$ cat config.mk
export PLATFORM = sky130hd
export DESIGN_NAME = dataBusDecoder
export DESIGN_NICKNAME = d
export VERILOG_FILES = /design/src/common/rvPkg.sv /design/src/dataBusDecoder.sv
export SDC_FILE = /design/constraint.sdc
export NUM_CORES = 1
export LEC_CHECK = 0
export BUFFER_PORTS_ARGS = -buffer_cell sky130_fd_sc_hd__buf_2
export CAP_MARGIN = 20
export CELL_PAD_IN_SITES_DETAIL_PLACEMENT = 2
export CELL_PAD_IN_SITES_GLOBAL_PLACEMENT = 2
export CORE_ASPECT_RATIO = 0.7
export CORE_MARGIN = 2
export CORE_UTILIZATION = 10
export DETAILED_ROUTE_END_ITERATION = 12
export PLACE_DENSITY = 0.89
export SYNTH_ARGS = -nofsm -noshare
export SYNTH_HDL_FRONTEND = slang
export SYNTH_SLANG_ARGS = --single-unit
$ cat constraint.sdc
create_clock -name clk -period 1.45 [get_ports clk]
set_input_delay 0.145 -clock clk [delete_from_list [all_inputs] [get_ports clk]]
set_output_delay 0.145 -clock clk [all_outputs]
set_load 0.1 [all_outputs]
$ cat src/common/rvPkg.sv
package rvPkg;

   // Memory sizes in 32-bit words
   localparam int instWords = 1024;
   localparam int dataWords = 1024;

   localparam logic [31:0] resetPc = 32'h0000_0000;

   // Top address nibble of each data region
   localparam logic [3:0] ramRegion = 4'h1;
   localparam logic [3:0] ioRegion = 4'h8;

   // ADDI x0, x0, 0
   localparam logic [31:0] nopInstr = 32'h0000_0013;

   localparam logic [6:0] opLui = 7'b0110111;
   localparam logic [6:0] opAuipc = 7'b0010111;
   localparam logic [6:0] opJal = 7'b1101111;
   localparam logic [6:0] opJalr = 7'b1100111;
   localparam logic [6:0] opBranch = 7'b1100011;
   localparam logic [6:0] opLoad = 7'b0000011;
   localparam logic [6:0] opStore = 7'b0100011;
   localparam logic [6:0] opImm = 7'b0010011;
   localparam logic [6:0] opReg = 7'b0110011;

   localparam logic [3:0] aluAdd = 4'd0;
   localparam logic [3:0] aluSub = 4'd1;
   localparam logic [3:0] aluSll = 4'd2;
   localparam logic [3:0] aluSlt = 4'd3;
   localparam logic [3:0] aluSltu = 4'd4;
   localparam logic [3:0] aluXor = 4'd5;
   localparam logic [3:0] aluSrl = 4'd6;
   localparam logic [3:0] aluSra = 4'd7;
   localparam logic [3:0] aluOr = 4'd8;
   localparam logic [3:0] aluAnd = 4'd9;
   localparam logic [3:0] aluPassB = 4'd10;

   // Register write source
   localparam logic [1:0] wbSelAlu = 2'd0;
   localparam logic [1:0] wbSelMem = 2'd1;
   localparam logic [1:0] wbSelLink = 2'd2;

   typedef struct packed {
      logic        cyc;
      logic        stb;
      logic        we;
      logic [31:0] adr;
      logic [3:0]  sel;
      logic [31:0] dat;
   } wbReqS;

   typedef struct packed {
      logic        ack;
      logic [31:0] dat;
   } wbRspS;

   typedef struct packed {
      logic [6:0] funct7;
      logic [4:0] rs2;
      logic [4:0] rs1;
      logic [2:0] funct3;
      logic [4:0] rd;
      logic [6:0] opcode;
   } rTypeS;

   typedef struct packed {
      logic [11:0] imm;
      logic [4:0]  rs1;
      logic [2:0]  funct3;
      logic [4:0]  rd;
      logic [6:0]  opcode;
   } iTypeS;

   typedef struct packed {
      logic [6:0] immHi;
      logic [4:0] rs2;
      logic [4:0] rs1;
      logic [2:0] funct3;
      logic [4:0] immLo;
      logic [6:0] opcode;
   } sTypeS;

   // Immediate bits 12, 10:5, 4:1 and 11
   typedef struct packed {
      logic       immBit12;
      logic [5:0] immHi;
      logic [4:0] rs2;
      logic [4:0] rs1;
      logic [2:0] funct3;
      logic [3:0] immLo;
      logic       immBit11;
      logic [6:0] opcode;
   } bTypeS;

   typedef struct packed {
      logic [19:0] imm;
      logic [4:0]  rd;
      logic [6:0]  opcode;
   } uTypeS;

   // Immediate bits 20, 10:1, 11 and 19:12
   typedef struct packed {
      logic       immBit20;
      logic [9:0] immLo;
      logic       immBit11;
      logic [7:0] immHi;
      logic [4:0] rd;
      logic [6:0] opcode;
   } jTypeS;

   typedef union packed {
      rTypeS r;
      iTypeS i;
      sTypeS s;
      bTypeS b;
      uTypeS u;
      jTypeS j;
   } instrU;

   typedef struct packed {
      logic [3:0] aluOp;
      logic       srcAPc;
      logic       srcAZero;
      logic       srcBImm;
      logic       regWrite;
      logic       isLoad;
      logic       isStore;
      logic       isBranch;
      logic       isJal;
      logic       isJalr;
      logic [1:0] wbSel;
      logic [2:0] funct3;
   } ctrlS;

endpackage
$ cat src/dataBusDecoder.sv
`timescale 1ns/1ns

module dataBusDecoder import rvPkg::*; (
   input         clk,
   input         rst,
   input  wbReqS coreReq,
   output wbRspS coreRsp,
   output wbReqS ramReq,
   output wbReqS ioReq,
   input  wbRspS ramRsp,
   input  wbRspS ioRsp
);

   logic ramSel;
   logic ioSel;
   logic errAck;

   assign ramSel = coreReq.adr[31:28] == ramRegion;
   assign ioSel = coreReq.adr[31:28] == ioRegion;

   always_comb
   begin
      ramReq = coreReq;
      ramReq.cyc = coreReq.cyc && ramSel;
      ramReq.stb = coreReq.stb && ramSel;
      ioReq = coreReq;
      ioReq.cyc = coreReq.cyc && ioSel;
      ioReq.stb = coreReq.stb && ioSel;
   end

   // Unmapped region answers itself, one cycle later
   always_ff @(posedge clk)
   begin
      if (rst)
         errAck <= 1'b0;
      else
         errAck <= coreReq.cyc && coreReq.stb && !ramSel && !ioSel && !errAck;
   end

   assign coreRsp = ramSel ? ramRsp : (ioSel ? ioRsp : '{ack: errAck, dat: 32'h0});

endmodule

# After elaboration in Yosys (flattened, before gate mapping)
# Index checks and enable logic that the tools add are counted.
# op_classes
reduce_logical,11
muxes,2
n_eq_ne,2
# ops
cell,n
33-bit 2-to-1 mux,2
1-bit logical AND,8
4-bit by 1-bit equality test with 1-bit output (second input constant),1
4-bit equality test (second input constant),1
1-bit zero test,3
# totals
output_inout_bits,175
wordCells,16
register_bits,1

# Logic depth before layout (Yosys ltp)
# logic_depth
depth_word,5
ltp_mapped,4

# Worst setup path after synthesis
# OpenSTA, ideal clock, no wires.
# synth_path
path_type,input -> output
startpoint,input port coreReq[64] (netlist bit)
endpoint,output port coreRsp[32] (netlist bit)
setup_slack_ns,-0.762
t_required_ns,1.305
arrival_time_ns,2.067
path_stages,3
path_cell_list,nor4b_4 mux2i_1 o21ai_1
# synth_rtl
item,line_no,rtl
from (decl),dataBusDecoder.sv:6,"input wbReqS coreReq,"
to (decl),dataBusDecoder.sv:7,"output wbRspS coreRsp,"

==> results.sh <==
export IMPL_outcome="complete, no violations"
export IMPL_drc_errors=0
export IMPL_port_buffers=118
export IMPL_initial_core_util=0.102
export IMPL_netlist_area_mm2=0.00148
export IMPL_hold_buffers=0
export IMPL_ant_nets=0
export IMPL_slew_violations=0
export IMPL_grt_antenna_before_repair=0
export IMPL_drive_above_1_share=0.971
export IMPL_dp_hpwl_um=4800
export IMPL_fin_nets=315
export IMPL_syn_area_per_cell_um2=7.84
export IMPL_pin_count=314
export IMPL_ys_ff_latch=1
export IMPL_ys_seq_area_frac=0.0135
export IMPL_core_mm2=0.0146
export IMPL_crit_path_end_kind="output port"
export IMPL_slew_headroom=0.662
export IMPL_grt_setup_unrepaired="yes"
export IMPL_cp_arrival_ns=1.28
export IMPL_grt_first_pass_wirelength_um=7700
export IMPL_cap_violations=0
export IMPL_finalPower_uw=753
export IMPL_postSynthCellCount=189
export IMPL_yosysUniqueCellTypes=12
export IMPL_regMostFlops="errAck"
export IMPL_antenna_cells=0
export IMPL_vdd_drop_max_mv=0.105
export IMPL_setup_viol=0
export IMPL_period_minus_slack_ns=1.43
export IMPL_tightest_slew_ns=0.511
export IMPL_clock_latency_ns=0
export IMPL_worstPathMaxFanout=8
export IMPL_die_area_mm2=0.0158
export IMPL_area_delta_synth_final_pct=41.6
export IMPL_rrSetupSlack_ns=0.69
export IMPL_reg_top3="errAck (1)"
export IMPL_max_freq_mhz=699
export IMPL_dr_pass1_iters=4
export IMPL_grtUsageTotal=0.0626
export IMPL_num_vias=1070
export IMPL_min_period_over_period=0.986
export IMPL_skew_ns=0
export IMPL_grt_overflow=0
export IMPL_hold_class="primary input to output port"
export IMPL_path_class="primary input to output port"
export IMPL_wirelength_um=5720
export IMPL_gp_congestion=0.669
export IMPL_vias_per_cell=2.90
export IMPL_routedWlPerCell_um=15.5
export IMPL_ys_warn_count=0
export IMPL_grt_max_degree=21
export IMPL_largest_register_ffs=1
export IMPL_rows=37
export IMPL_die_w_um=149
export IMPL_p_per_area_mw_per_mm2=359
export IMPL_finalHoldViolations=0
export IMPL_cellLeakagePower_uw=0.000951
export IMPL_die_h_um=106
export IMPL_start_kind="primary input"
export IMPL_whs_ns=0.290
export IMPL_worstPathRequired_ns=1.31
export IMPL_drt_iter0_markers=40
export IMPL_syn_num_nets=328
export IMPL_grt_pass1_vias=1164
layout make-up:
type / count / area (um^2)
timing repair buffer: 129 / 1290
fill: 1695 / 12500
tap: 195 / 244
multi-input combinational: 44 / 547
sequential: 1 / 20.0
layer usage:
layer	up-vias	GRT usage	wire length, um
li1	469	-	-
met1	503	0.0728	2050
met2	98	0.0924	2770
met3	0	0.0524	904
met4	0	0.00272	0
met5	-	0	0
final timing paths:
kind,from,end,depth (start not counted)
max reg2reg,errAck,errAck,3
min reg2reg,errAck,errAck,3
min,coreReq[39],ioReq[39],0
max,coreReq[66],coreRsp[32],6
what timing repair did:
item | CTS | global route
endpoints found under the setup margin | 28 | 31
gates cloned | 0 | 1
gates resized for setup | 4 | 11
setup buffers | 4 | 1
hold endpoints to repair | 0 | 0
pin swaps | 1 | 3
Yosys cell counts (all sizes together):
cell,n,area (um^2)
nand2,1,3.75
nor3,1,5.00
and2,4,25.0
buf,144,1080
dfxtp,1,20.0
nand3,1,5.00
o21ai,1,5.00
mux2i,1,10.0
nor4b,2,47.6
nor2,1,3.75
a22o,32,280
cell usage in the layout (no fill, tap or decap):
cell / synthesis / layout
buf_6: 0 / 4
clkbuf_16: 0 / 1
nand2_1: 1 / 1
nor3_1: 1 / 1
nor4b_4: 2 / 2
buf_4: 142 / 6
buf_12: 0 / 38
buf_8: 0 / 1
and2_2: 0 / 2
and2_4: 0 / 2
o21ai_2: 0 / 1
a22o_4: 0 / 13
mux2i_4: 0 / 1
dfxtp_1: 1 / 1
buf_2: 2 / 79
a22o_2: 0 / 19
nor2_1: 1 / 1
nand3_1: 1 / 1
worst max-delay path: stages:
cell	delay (ns)
buf_8	0.11
nor4b_4	0.32
buf_6	0.20
mux2i_4	0.24
o21ai_2	0.10
buf_12	0.17
power breakdown:
group | internal [uW] | switching (uW)
sequential | 29.3 | 1.80
combinational | 266 | 456
clock | 0 | 0
logic make-up (layout without fill, tap and decap cells):
kind of cell / after synthesis / count (layout) / share of synthesized area
muxes: 1 / 1 / 0.00676
and+or+nand+nor: 10 / 10 / 0.0608
AOI/OAI and AO/OA: 33 / 33 / 0.193
buffers and inverters: 144 / 129 / 0.726
DFF: 1 / 1 / 0.0135
through the flow:
step,util,setup slack (ns),cell area (um^2),TNS (ns),cells
floorplan,-,-0.246,1610,-0.696,189
global placement,0.135,-0.145,1970,-1.45,363
detailed placement,0.135,-0.160,1970,-1.86,363
CTS,0.139,-0.0297,2020,-0.281,367
global route,0.144,-0.0465,2100,-0.752,369
finish,0.144,0.0202,2100,0,369
(Power assumes the default switching activity.)
